==> config.mk <==
export PLATFORM = sky130hd
export DESIGN_NAME = mecobo_core
export DESIGN_NICKNAME = d
export VERILOG_FILES = /design/src/hdl/cmd_pkg.sv /design/src/hdl/pin_pkg.sv /design/src/hdl/cmd_fifo.sv /design/src/hdl/dispatch_fsm.sv /design/src/hdl/host_bus_port.sv /design/src/hdl/mecobo_core.sv /design/src/hdl/pin_controller.sv /design/src/hdl/time_base.sv
export VERILOG_INCLUDE_DIRS = /design/src /design/src/hdl
export SDC_FILE = /design/constraint.sdc
export NUM_CORES = 2
export LEC_CHECK = 0
export ABC_AREA = 1
export ABC_CLOCK_PERIOD_IN_PS = 12400
export BUFFER_PORTS_ARGS = -buffer_cell sky130_fd_sc_hd__buf_2
export CAP_MARGIN = 20
export CORE_UTILIZATION = 55
export DETAILED_ROUTE_END_ITERATION = 7
export PLACE_DENSITY_LB_ADDON = 0.05
export SETUP_SLACK_MARGIN = 0.2
export SYNTH_ARGS = -nofsm -noshare
export SYNTH_HDL_FRONTEND = slang
export SYNTH_SLANG_ARGS = --single-unit
export TNS_END_PERCENT = 1
==> constraint.sdc <==
create_clock -name sys_clk -period 12.4 [get_ports sys_clk]
set_clock_uncertainty 0.2 [all_clocks]
set_input_delay 2.48 -clock sys_clk [delete_from_list [all_inputs] [get_ports sys_clk]]
set_output_delay 2.48 -clock sys_clk [all_outputs]
set_load 0.005 [all_outputs]
==> src/hdl/mecobo_settings.svh <==
// mecobo build settings: pin count, command FIFO sizing, time width, host map
`ifndef MECOBO_SETTINGS_SVH
`define MECOBO_SETTINGS_SVH

// number of pin controllers on the shared command bus
`define MECOBO_NUM_PINS 16

// command FIFO entries, power of two
`define MECOBO_FIFO_DEPTH 8

// free entries at or below which irq is raised
`define MECOBO_ALMOST_FULL 2

// global time counter width
`define MECOBO_TIME_W 32

// host read address of the status word
`define MECOBO_ADDR_STATUS 4

// pin field value reserved for the time-clear command
`define MECOBO_PIN_TIME_CLEAR 8'hFF

`endif

==> src/hdl/cmd_pkg.sv <==
// command path types: host bus cycle, scheduled command and issued command
`include "mecobo_settings.svh"

package cmd_pkg;

  // one host bus cycle, strobes active high
  typedef struct packed {
    logic        cs;
    logic        wr;
    logic        rd;
    logic [7:0]  addr;
    logic [15:0] wdata;
  } host_req_t;

  // one queued command, as assembled from four host words
  typedef struct packed {
    logic [`MECOBO_TIME_W-1:0] timestamp;
    // target pin, or the time-clear code
    logic [7:0]                pin;
    logic [7:0]                reg_sel;
    logic [15:0]               data;
  } sched_cmd_t;

  // command as broadcast to the pin bank
  typedef struct packed {
    // one-cycle strobe per issued command
    logic        en;
    logic [7:0]  pin;
    logic [7:0]  reg_sel;
    logic [15:0] data;
  } cmd_bus_t;

endpackage

==> src/hdl/pin_pkg.sv <==
// pin controller types: waveform mode encoding and per-pin register set

package pin_pkg;

  // waveform selection, written through reg_sel 0
  typedef enum logic [1:0] {
    MODE_OFF      = 2'd0,
    MODE_CONSTANT = 2'd1,
    MODE_SQUARE   = 2'd2,
    MODE_PWM      = 2'd3
  } wave_mode_t;

  // register set of one pin
  typedef struct packed {
    wave_mode_t  mode;
    // cycles per half wave in square, cycles per frame in pwm
    logic [15:0] period;
    // high cycles per pwm frame
    logic [15:0] duty;
    // bit 0 is the constant output level
    logic [15:0] level;
  } pin_regs_t;

endpackage

==> src/hdl/cmd_fifo.sv <==
// command FIFO: show-ahead circular buffer of scheduled commands with flags
`timescale 1ns/1ns
`include "mecobo_settings.svh"

module cmd_fifo (
  input  logic                                      sys_clk,
  input  logic                                      global_clock_reset,
  input  logic                                      push,
  input  cmd_pkg::sched_cmd_t                       push_cmd,
  input  logic                                      pop,
  output cmd_pkg::sched_cmd_t                       head,
  output logic                                      empty,
  output logic                                      full,
  output logic                                      almost_full,
  output logic [$clog2(`MECOBO_FIFO_DEPTH + 1)-1:0] count
);

  localparam int DEPTH = `MECOBO_FIFO_DEPTH;
  localparam int AW    = $clog2(DEPTH);
  localparam int CW    = $clog2(DEPTH + 1);

  cmd_pkg::sched_cmd_t mem [DEPTH];
  logic [AW-1:0]       wr_ptr;
  logic [AW-1:0]       rd_ptr;
  logic                wr_en;
  logic                rd_en;

  // guard pointers against misuse
  assign wr_en = push && !full;
  assign rd_en = pop && !empty;

  // show-ahead, head valid whenever not empty
  assign head = mem[rd_ptr];

  always_ff @(posedge sys_clk) begin
    if (wr_en) begin
      mem[wr_ptr] <= push_cmd;
    end
  end

  // pointers wrap naturally, depth is a power of two
  always_ff @(posedge sys_clk) begin
    if (global_clock_reset) begin
      wr_ptr <= '0;
      rd_ptr <= '0;
      count  <= '0;
    end else begin
      wr_ptr <= wr_ptr + AW'(wr_en);
      rd_ptr <= rd_ptr + AW'(rd_en);
      count  <= count + CW'(wr_en) - CW'(rd_en);
    end
  end

  assign empty       = (count == '0);
  assign full        = (count == CW'(DEPTH));
  // free entries at the margin or fewer
  assign almost_full = (count >= CW'(DEPTH - `MECOBO_ALMOST_FULL));

  a_no_pop_empty : assert property (@(posedge sys_clk) disable iff (global_clock_reset)
    pop |-> !empty);

  a_no_push_full : assert property (@(posedge sys_clk) disable iff (global_clock_reset)
    push |-> !full);

endmodule

==> src/hdl/dispatch_fsm.sv <==
// dispatcher that pops commands, waits for their timestamps and issues them to the pins
`timescale 1ns/1ns
`include "mecobo_settings.svh"

module dispatch_fsm (
  input  logic                      sys_clk,
  input  logic                      global_clock_reset,
  input  cmd_pkg::sched_cmd_t       head,
  input  logic                      empty,
  output logic                      pop,
  input  logic [`MECOBO_TIME_W-1:0] now,
  output cmd_pkg::cmd_bus_t         cmd_bus,
  output logic                      time_clear
);

  typedef enum logic [1:0] {
    ST_IDLE  = 2'd0,
    ST_WAIT  = 2'd1,
    ST_ISSUE = 2'd2
  } state_t;

  state_t              state;
  cmd_pkg::sched_cmd_t cur;
  logic                is_clear;

  // latch and pop together and only from idle
  assign pop = (state == ST_IDLE) && !empty;

  assign is_clear = (cur.pin == `MECOBO_PIN_TIME_CLEAR);

  // held command loaded on pop
  always_ff @(posedge sys_clk) begin
    if (pop) begin
      cur <= head;
    end
  end

  always_ff @(posedge sys_clk) begin
    if (global_clock_reset) begin
      state <= ST_IDLE;
    end else begin
      case (state)
        ST_IDLE: begin
          if (!empty) begin
            state <= ST_WAIT;
          end
        end
        // past timestamps fall through on the next edge
        ST_WAIT: begin
          if (now >= cur.timestamp) begin
            state <= ST_ISSUE;
          end
        end
        ST_ISSUE: begin
          state <= ST_IDLE;
        end
        default: begin
          state <= ST_IDLE;
        end
      endcase
    end
  end

  // one-cycle strobe for every command other than a time clear
  assign cmd_bus.en      = (state == ST_ISSUE) && !is_clear;
  assign cmd_bus.pin     = cur.pin;
  assign cmd_bus.reg_sel = cur.reg_sel;
  assign cmd_bus.data    = cur.data;

  // routed to time_base instead
  assign time_clear = (state == ST_ISSUE) && is_clear;

  // the bus only sees a command once now has moved past its timestamp
  a_not_early : assert property (@(posedge sys_clk) disable iff (global_clock_reset)
    cmd_bus.en |-> now > cur.timestamp);

endmodule

==> src/hdl/host_bus_port.sv <==
// host bus port: builds scheduled commands from host words and serves status reads
`timescale 1ns/1ns
`include "mecobo_settings.svh"

module host_bus_port (
  input  logic                                      sys_clk,
  input  logic                                      global_clock_reset,
  input  cmd_pkg::host_req_t                        host,
  output logic [15:0]                               rdata,
  output logic                                      push,
  output cmd_pkg::sched_cmd_t                       push_cmd,
  input  logic                                      full,
  input  logic                                      empty,
  input  logic [$clog2(`MECOBO_FIFO_DEPTH + 1)-1:0] count
);

  localparam int CW = $clog2(`MECOBO_FIFO_DEPTH + 1);

  // staging words 0..2, word 3 comes straight off the bus
  logic [15:0] word0;
  logic [15:0] word1;
  logic [15:0] word2;
  logic        overflow;
  logic        wr_cmd;
  logic [15:0] status;

  // last word of a command
  assign wr_cmd = host.cs && host.wr && (host.addr == 8'd3);

  // push on the same edge as the word 3 write
  assign push = wr_cmd && !full;

  assign push_cmd.timestamp = {word1, word0};
  assign push_cmd.pin       = word2[15:8];
  assign push_cmd.reg_sel   = word2[7:0];
  assign push_cmd.data      = host.wdata;

  always_ff @(posedge sys_clk) begin
    if (host.cs && host.wr) begin
      case (host.addr)
        8'd0: word0 <= host.wdata;
        8'd1: word1 <= host.wdata;
        8'd2: word2 <= host.wdata;
        default: ;
      endcase
    end
  end

  // sticky until reset
  always_ff @(posedge sys_clk) begin
    if (global_clock_reset) begin
      overflow <= 1'b0;
    end else if (wr_cmd && full) begin
      overflow <= 1'b1;
    end
  end

  // status word layout
  always_comb begin
    status         = '0;
    status[0]      = empty;
    status[1]      = full;
    status[2]      = overflow;
    status[8 +: CW] = count;
  end

  // read data one cycle after the strobe, zero otherwise
  always_ff @(posedge sys_clk) begin
    if (host.cs && host.rd && (host.addr == 8'(`MECOBO_ADDR_STATUS))) begin
      rdata <= status;
    end else begin
      rdata <= '0;
    end
  end

  // host never drives both strobes in a selected cycle
  a_no_wr_rd : assert property (@(posedge sys_clk) disable iff (global_clock_reset)
    host.cs |-> !(host.wr && host.rd));

endmodule

==> src/hdl/mecobo_core.sv <==
// mecobo core: host port, command FIFO, time base, dispatcher and pin bank
`timescale 1ns/1ns
`include "mecobo_settings.svh"

module mecobo_core (
  input  logic                        sys_clk,
  input  logic                        global_clock_reset,
  input  cmd_pkg::host_req_t          host,
  output logic [15:0]                 rdata,
  output logic                        irq,
  output logic                        heartbeat,
  output logic [`MECOBO_NUM_PINS-1:0] pins
);

  localparam int CW = $clog2(`MECOBO_FIFO_DEPTH + 1);

  logic                      push;
  cmd_pkg::sched_cmd_t       push_cmd;
  logic                      pop;
  cmd_pkg::sched_cmd_t       head;
  logic                      empty;
  logic                      full;
  logic [CW-1:0]             count;
  logic [`MECOBO_TIME_W-1:0] now;
  logic                      time_clear;
  cmd_pkg::cmd_bus_t         cmd_bus;

  time_base u_time_base (
    .sys_clk(sys_clk), .global_clock_reset(global_clock_reset),
    .time_clear(time_clear), .now(now), .heartbeat(heartbeat)
  );

  host_bus_port u_host (
    .sys_clk(sys_clk), .global_clock_reset(global_clock_reset),
    .host(host), .rdata(rdata), .push(push), .push_cmd(push_cmd),
    .full(full), .empty(empty), .count(count)
  );

  // irq straight from the fill margin flag
  cmd_fifo u_fifo (
    .sys_clk(sys_clk), .global_clock_reset(global_clock_reset),
    .push(push), .push_cmd(push_cmd), .pop(pop), .head(head),
    .empty(empty), .full(full), .almost_full(irq), .count(count)
  );

  dispatch_fsm u_dispatch (
    .sys_clk(sys_clk), .global_clock_reset(global_clock_reset),
    .head(head), .empty(empty), .pop(pop), .now(now),
    .cmd_bus(cmd_bus), .time_clear(time_clear)
  );

  // one controller per pin on the shared command bus
  for (genvar i = 0; i < `MECOBO_NUM_PINS; i++) begin : g_pin
    pin_controller #(.POSITION(i)) u_pc (
      .sys_clk(sys_clk), .global_clock_reset(global_clock_reset),
      .cmd_bus(cmd_bus), .pin(pins[i])
    );
  end

endmodule

==> src/hdl/pin_controller.sv <==
// pin controller: decodes its register writes and generates the pin waveform
`timescale 1ns/1ns

module pin_controller #(
  parameter int POSITION = 0
) (
  input  logic              sys_clk,
  input  logic              global_clock_reset,
  input  cmd_pkg::cmd_bus_t cmd_bus,
  output logic              pin
);

  pin_pkg::pin_regs_t regs;
  pin_pkg::pin_regs_t regs_nxt;
  logic [15:0]        phase;
  logic [15:0]        phase_nxt;
  logic               sq;
  logic               sq_nxt;
  logic               pin_nxt;
  logic               load;

  // addressed to this pin only
  assign load = cmd_bus.en && (cmd_bus.pin == 8'(POSITION));

  // register decode
  always_comb begin
    regs_nxt = regs;
    if (load) begin
      case (cmd_bus.reg_sel)
        8'd0: regs_nxt.mode = pin_pkg::wave_mode_t'(cmd_bus.data[1:0]);
        8'd1: regs_nxt.period = cmd_bus.data;
        8'd2: regs_nxt.duty = cmd_bus.data;
        8'd3: regs_nxt.level = cmd_bus.data;
        default: ;
      endcase
    end
  end

  // phase counter restarts on every write to this pin
  always_comb begin
    if (load) begin
      phase_nxt = '0;
      sq_nxt    = 1'b0;
    end else if (phase >= regs.period - 16'd1) begin
      // end of half wave or pwm frame
      phase_nxt = '0;
      sq_nxt    = ~sq;
    end else begin
      phase_nxt = phase + 16'd1;
      sq_nxt    = sq;
    end
  end

  // output from the updated registers so a write shows on the same edge
  always_comb begin
    case (regs_nxt.mode)
      pin_pkg::MODE_CONSTANT: pin_nxt = regs_nxt.level[0];
      pin_pkg::MODE_SQUARE:   pin_nxt = sq_nxt;
      pin_pkg::MODE_PWM:      pin_nxt = (phase_nxt < regs_nxt.duty);
      default:                pin_nxt = 1'b0;
    endcase
  end

  always_ff @(posedge sys_clk) begin
    if (global_clock_reset) begin
      regs.mode <= pin_pkg::MODE_OFF;
      phase     <= '0;
      sq        <= 1'b0;
      pin       <= 1'b0;
    end else begin
      regs  <= regs_nxt;
      phase <= phase_nxt;
      sq    <= sq_nxt;
      pin   <= pin_nxt;
    end
  end

  // pwm frame must hold its duty
  a_duty_fits : assert property (@(posedge sys_clk) disable iff (global_clock_reset)
    (regs.mode == pin_pkg::MODE_PWM) |-> (regs.duty <= regs.period));

endmodule

==> src/hdl/time_base.sv <==
// time base: clearable global time counter and liveness heartbeat divider
`timescale 1ns/1ns
`include "mecobo_settings.svh"

module time_base (
  input  logic                      sys_clk,
  input  logic                      global_clock_reset,
  input  logic                      time_clear,
  output logic [`MECOBO_TIME_W-1:0] now,
  output logic                      heartbeat
);

  logic [23:0] beat_div;

  // schedule reference, restarts at 0 on a clear command
  always_ff @(posedge sys_clk) begin
    if (global_clock_reset || time_clear) begin
      now <= '0;
    end else begin
      now <= now + 1'b1;
    end
  end

  // slow blink, unaffected by time clear
  always_ff @(posedge sys_clk) begin
    if (global_clock_reset) begin
      beat_div <= '0;
    end else begin
      beat_div <= beat_div + 1'b1;
    end
  end

  assign heartbeat = beat_div[23];

endmodule

* After elaboration in Yosys (flattened, before gate mapping)
Memories as Yosys holds them, arrays and structs flattened. A register that Yosys moved wholly into a read port is not among the register bits.
Cells that the tools add are included.
** Storage, ports and cells
- Register bits :: 1221
- RAM bits :: 512
- Bits of input ports :: 29
- Logic and storage cells :: 543
- Memories kept :: 1
** Operators by class
- Add/sub/neg operators :: 38
- Order comparisons :: 34
- Eq/ne operators :: 76
- Mux-type cells :: 165
- Bitwise gates (word level) :: 17
- Reduce and logical (&&, ||, !) cells :: 72
** Memories
- u_fifo.mem :: depth 8, bits a word 64, read ports 1, clocked after memory_dff 1, wr ports 1, RTL line cmd_fifo.sv:22 : cmd_pkg::sched_cmd_t mem [DEPTH];
** Operators with widths (number)
- $mux 16 :: 80
- $mux 50 :: 16
- $add 16x1->16 const B :: 16
- $ge 16x16->1 :: 16
- $lt 16x16->1 :: 16
- $sub 16x1->16 const B :: 16
- $reduce_and 3->1 :: 32
- $eq 2x2->1 const B :: 33
- $eq 8x4->1 const B :: 8
- $eq 8x2->1 const B :: 6
- $pmux 1 s3 :: 16
- $eq 8x3->1 const B :: 5
- $mux 2 :: 18
- $eq 2x1->1 const B :: 17
- $mux 1 :: 34
- $add 32x1->32 const B :: 1
- $ge 32x32->1 :: 1
- $logic_and 1x1->1 :: 27
- $add 24x1->24 const B :: 1
- $eq 8x1->1 const B :: 3
- $logic_not 8->1 :: 3
- $not 1->1 :: 17
- $eq 8x8->1 const B :: 1
- $reduce_and 2->1 :: 4
- other kinds (12) :: 15

* Logic depth before layout (Yosys ltp)
- Depth in word-level cells :: 7
- Gate-level depth with buffers :: 32
- Depth with buffers taken out :: 31

* Modules after synthesis
Synthesis repeated with hierarchy kept, for this count alone.
** Unflattened totals
- Cells, all modules :: 9793
- Area total of the unflattened synthesis :: 85737.2 um^2
** By module, submodules not included
- cmd_fifo :: times used 1, cells an instance 2296, area an instance 22932.0 um^2, seq. area each 15574.9 um^2
- pin_controller (g_pin[10].u_pc ...) :: times used 4, cells an instance 429, area an instance 3504.6 um^2, seq. area each 1391.3 um^2
- pin_controller (g_pin[4].u_pc ...) :: times used 2, cells an instance 406, area an instance 3389.5 um^2, seq. area each 1391.3 um^2
- pin_controller (g_pin[13].u_pc ...) :: times used 2, cells an instance 411, area an instance 3372.0 um^2, seq. area each 1391.3 um^2
- pin_controller (g_pin[1].u_pc ...) :: times used 2, cells an instance 402, area an instance 3345.7 um^2, seq. area each 1391.3 um^2
- pin_controller (g_pin[3].u_pc) :: times used 1, cells an instance 436, area an instance 3548.4 um^2, seq. area each 1391.3 um^2
- pin_controller (g_pin[12].u_pc) :: times used 1, cells an instance 429, area an instance 3495.9 um^2, seq. area each 1391.3 um^2
- pin_controller (g_pin[0].u_pc) :: times used 1, cells an instance 426, area an instance 3467.1 um^2, seq. area each 1391.3 um^2
- pin_controller (g_pin[15].u_pc) :: times used 1, cells an instance 427, area an instance 3414.5 um^2, seq. area each 1391.3 um^2
- pin_controller (g_pin[11].u_pc) :: times used 1, cells an instance 412, area an instance 3367.0 um^2, seq. area each 1391.3 um^2
- pin_controller (g_pin[7].u_pc) :: times used 1, cells an instance 409, area an instance 3348.2 um^2, seq. area each 1391.3 um^2
- dispatch_fsm :: times used 1, cells an instance 255, area an instance 3131.8 um^2, seq. area each 1961.9 um^2
- time_base :: times used 1, cells an instance 427, area an instance 2842.7 um^2, seq. area each 1121.1 um^2
- host_bus_port :: times used 1, cells an instance 122, area an instance 1956.9 um^2, seq. area each 1601.5 um^2

* Worst setup path before layout
No wires, ideal clock.
- Path kind :: input -> register
- Start :: input global_clock_reset
- End :: register g_pin[0].u_pc.regs[0] (netlist bit), enable pin
- Arrival :: 10.313 ns
- Data required time :: 11.458 ns
- Slack :: 1.145 ns
- Stages :: 3
- Path through :: clkbuf_1 -> clkinv_1 -> clkbuf_1
** RTL lines
- start, declared :: RTL line mecobo_core.sv:7 : input logic global_clock_reset,
- end signal, assigned :: RTL line pin_controller.sv:71 : regs <= regs_nxt;
- end, declared :: RTL line pin_controller.sv:13 : pin_pkg::pin_regs_t regs;
No word-level cell between the ends.

* Final worst setup path
- Start :: register g_pin[11].u_pc.regs[34] (netlist bit)
- End :: register g_pin[11].u_pc.pin
** On the way
- Longest elaborated chain between the ends :: 6
** RTL lines
- start, declared :: RTL line pin_controller.sv:13
- start signal, assigned :: RTL line pin_controller.sv:71
- $sub 16x1->16 :: RTL line pin_controller.sv:44 : end else if (phase >= regs.period - 16'd1) begin
- $ge 16x16->1 :: RTL line pin_controller.sv:44
- $mux 16 :: RTL line pin_controller.sv:44
- $mux 16 :: RTL line pin_controller.sv:41 : if (load) begin
- via g_pin[11].u_pc.phase_nxt[11] :: RTL line pin_controller.sv:16 : logic [15:0] phase_nxt;
- $lt 16x16->1 :: RTL line pin_controller.sv:59 : pin_pkg::MODE_PWM: pin_nxt = (phase_nxt < regs_nxt.duty);
- $pmux 1 s3 :: RTL line pin_controller.sv:56 : case (regs_nxt.mode)
- end signal, assigned :: RTL line pin_controller.sv:74 : pin <= pin_nxt;
- end, declared :: RTL line pin_controller.sv:10 : output logic pin
The timed path passes the listed nets, and every way through them passes these cells.
A chain may end at the register's enable or synchronous reset.

==> out/results.ini <==
[power_and_ir_drop]
leakage_nw=36.2
ir_drop_uv=139
powerDensity_mw_per_mm2=152

[synthesis]
syn_avg_cell_area_sq_um=9.36
ys_seq_area_share_pct=53.9
yosysWarnings=0
ys_ff_latch=1548
synth_edf_count=1152
syn_area_sq_mm=0.0789
yosysUniqueCellTypes=52
async_flop_share_pct=0
synth_flop_cell=edfxtp_1
syn_inst=8428

[clock_network]
cts_made_buffers=167
ctsResizeCount=0
ctsHoldBuffers=0
post_cts_buffers=0
cts_tree=yes
htreeDepth=4
clk_pin_slew_ps=60
clk_latency_ps=810
clockBufferDepth=3
cts_sinks=1548
cts-root-buf=clkbuf_16

[route]
detail-route-antenna-nets=0
viasPerCell=5.46
drt_iter0_drc=4415
drt-total-wl_mm=201
vias=57300
drt_pre_antenna_iters=6
wl_per_cell_um=19.1
drcViolationCount=0

[worst_setup_path]
setup.worst_path.start=g_pin[11].u_pc.regs[34]
slowest_delay_ps=780
criticalPathCategory=register to register
r2r-start=g_pin[11].u_pc.regs[34]
arrival_ps=6100
critPathMostFrequentCell=nand2_1
endpoint_kind=register
crit_fanout=30
cp-start-kind=register
required_ps=12940
cp_slowest_cell=nand3_1

[cells_and_area]
fin_cells=10500
area_growth_pct=10.1
fin_util_pct=61.2
final_nets=9074
fillers=12000
final_area_sq_mm=0.0869
layout-drive-gt1-share_pct=6.00

[sta]
finalSetupViolCount=0
drv_slew=0
hold_viol=0
final.setup.worst_slack_ps=6830
rsz0062_at_grt=no
slew_headroom_pct=21.7
tns_ps=0
finalCritPeriodShare_pct=44.9
fmax_mhz=180
fin_crit_ps=5570
max_slew.worst_pin.slew_ps=1170

[global_routing]
grt_max_degree=203
antenna_found_initial=15
globalRouteOverflowTotal=0
grt_pass1_wl_mm=309
first_global_vias=54500
grt_usage_pct=27.6

[die]
initial_core_util_pct=55.6
die_y_um=381
num_io_pins=63
num_rows=138
dieArea_sq_mm=0.145
dieWidth_um=381
core-area_sq_mm=0.142

[status]
status=complete, no violations

[worst_hold_path]
hold_class=register to register
hp-start=u_time_base.beat_div[0]

[placed_design]
place_ws_ps=5910
gp_congestion=0.868
io_buffers=53
dp.cells=10200
placed_cell_area_sq_mm=0.0811
hpwlAfterDp_mm=128

[job]
maxCapViolCount=0

-- critical path, delay by kind of cell (launching register included) --
| family | cells | cell delay [ps] |
|---|---|---|
| AND/OR/NAND/NOR | 16 | 3320 |
| flip-flops | 1 | 420 |
| XOR/XNOR | 1 | 150 |
| adder cells (fa/ha/maj) | 2 | 610 |
| buffers and inverters | 2 | 140 |
| AO/OA/AOI/OAI | 4 | 660 |
-- placed cells by master, fill, tap and decap left out, types with 10 or more instances in the layout --
cell type	instances
xnor2_1	162
clkbuf_16	169
nand3b_1	10
nor3_1	393
nand4_1	109
nand2_1	1142
nor3_2	13
o21ai_0	385
a21oi_1	238
nor2_2	16
nor3b_1	10
inv_1	1261
o221a_2	13
a211oi_1	31
dfxtp_1	394
nor4_1	64
a31oi_1	71
ha_1	573
or2_2	17
edfxtp_1	1152
clkbuf_1	40
clkbuf_8	16
o22ai_1	330
xor2_1	170
nand3_1	219
clkinv_2	33
buf_2	52
clkinv_1	15
nor2_1	1280
inv_2	12
buf_4	91
bufinv_16	17
-- kinds of logic (layout without fill, tap and decap cells) --
logic type | after synthesis | count (layout) | synth area share [%]
compound gates | 1098 | 1098 | 7.91
xor+xnor | 332 | 332 | 3.69
fa+ha+maj | 574 | 574 | 9.11
buf+inv | 1568 | 1745 | 7.69
flops | 1548 | 1548 | 53.9
other cells | 1 | 11 | 0.00475
simple gates | 3307 | 3307 | 17.7
-- state kept, by name, indices dropped and copies added, names as in the netlist --
register / flops
g_pin.u_pc.phase: 256
g_pin.u_pc.pin: 16
g_pin.u_pc.regs: 560
g_pin.u_pc.sq: 16
u_dispatch.cmd_bus: 32
u_dispatch.cur: 32
u_dispatch.state: 2
u_fifo.count: 4
u_fifo.mem: 512
u_fifo.rd_ptr: 3
u_fifo.wr_ptr: 3
u_host.overflow: 1
u_host.rdata: 7
u_host.word0: 16
u_host.word1: 16
u_host.word2: 16
u_time_base.beat_div: 24
u_time_base.now: 32
-- where the power goes --
group	leakage, nW	internal, mW	switching [mW]
Sequential	13.8	5.94	0.118
Clock	2.75	2.98	2.12
Combinational	19.7	0.472	1.57
-- per-stage QoR --
stage | power, mW | hold WS, ps
after floorplan | 7.21 | 213
after global placement | 8.19 | 225
after detailed placement | 8.23 | 234
after CTS | 13.3 | 246
after global routing | 13.6 | 264
final | 13.2 | 244
-- worst paths after layout --
kind | to | slack [ps] | cells after the start
worst max-delay path | g_pin[11].u_pc.pin | 6830 | 25
worst min-delay path | u_time_base.beat_div[0] | 240 | 1
worst max register to register | g_pin[11].u_pc.pin | 6830 | 25
worst min register to register | u_time_base.beat_div[0] | 240 | 1
-- final cells by class --
cell class / count / area [sq um] / share of cell area, %
flip-flops and latches: 1548 / 42500 / 48.9
inverters: 1281 / 4830 / 5.56
well taps: 1890 / 2360 / 2.72
multi-input cells: 5320 / 30400 / 35.0
clock buffers: 225 / 4600 / 5.29
clock inverters: 86 / 1030 / 1.19
repair buffers: 153 / 1100 / 1.27
diodes: 2 / 5.00 / 0.00576
-- synth_stat cells (all sizes together), types with 4 or more instances --
library cell,count,area [sq um]
nor2,1301,4960
inv,1277,4790
edfxtp,1152,34600
nand2,1148,4340
ha,573,7170
nor3,407,2060
dfxtp,396,7930
o21ai,387,1940
o22ai,330,2060
a21oi,238,1190
nand3,225,1170
clkbuf,197,739
xor2,170,1490
xnor2,162,1420
nand4,109,682
buf,90,516
a31oi,71,444
nor4,68,438
a211oi,31,233
or2,17,106
o221a,13,146
nand3b,10,75.1
nor3b,10,75.1
and3,9,56.3
o21a,7,52.6
a2111oi,6,52.6
o21bai,6,48.8
clkinv,4,16.3
o31ai,4,30.0
-- per-layer routing --
layer | wire [um] | up-vias | GRT usage [%] | part of all wire [%]
met5 | 0 | - | 0 | 0
met4 | 5830 | 0 | 8.57 | 2.9
met3 | 12300 | 299 | 3.46 | 6.1
met2 | 96100 | 1465 | 46.7 | 48
met1 | 86800 | 27000 | 36.8 | 43
li1 | - | 28500 | - | -
Power figures use the tool's default switching activity.
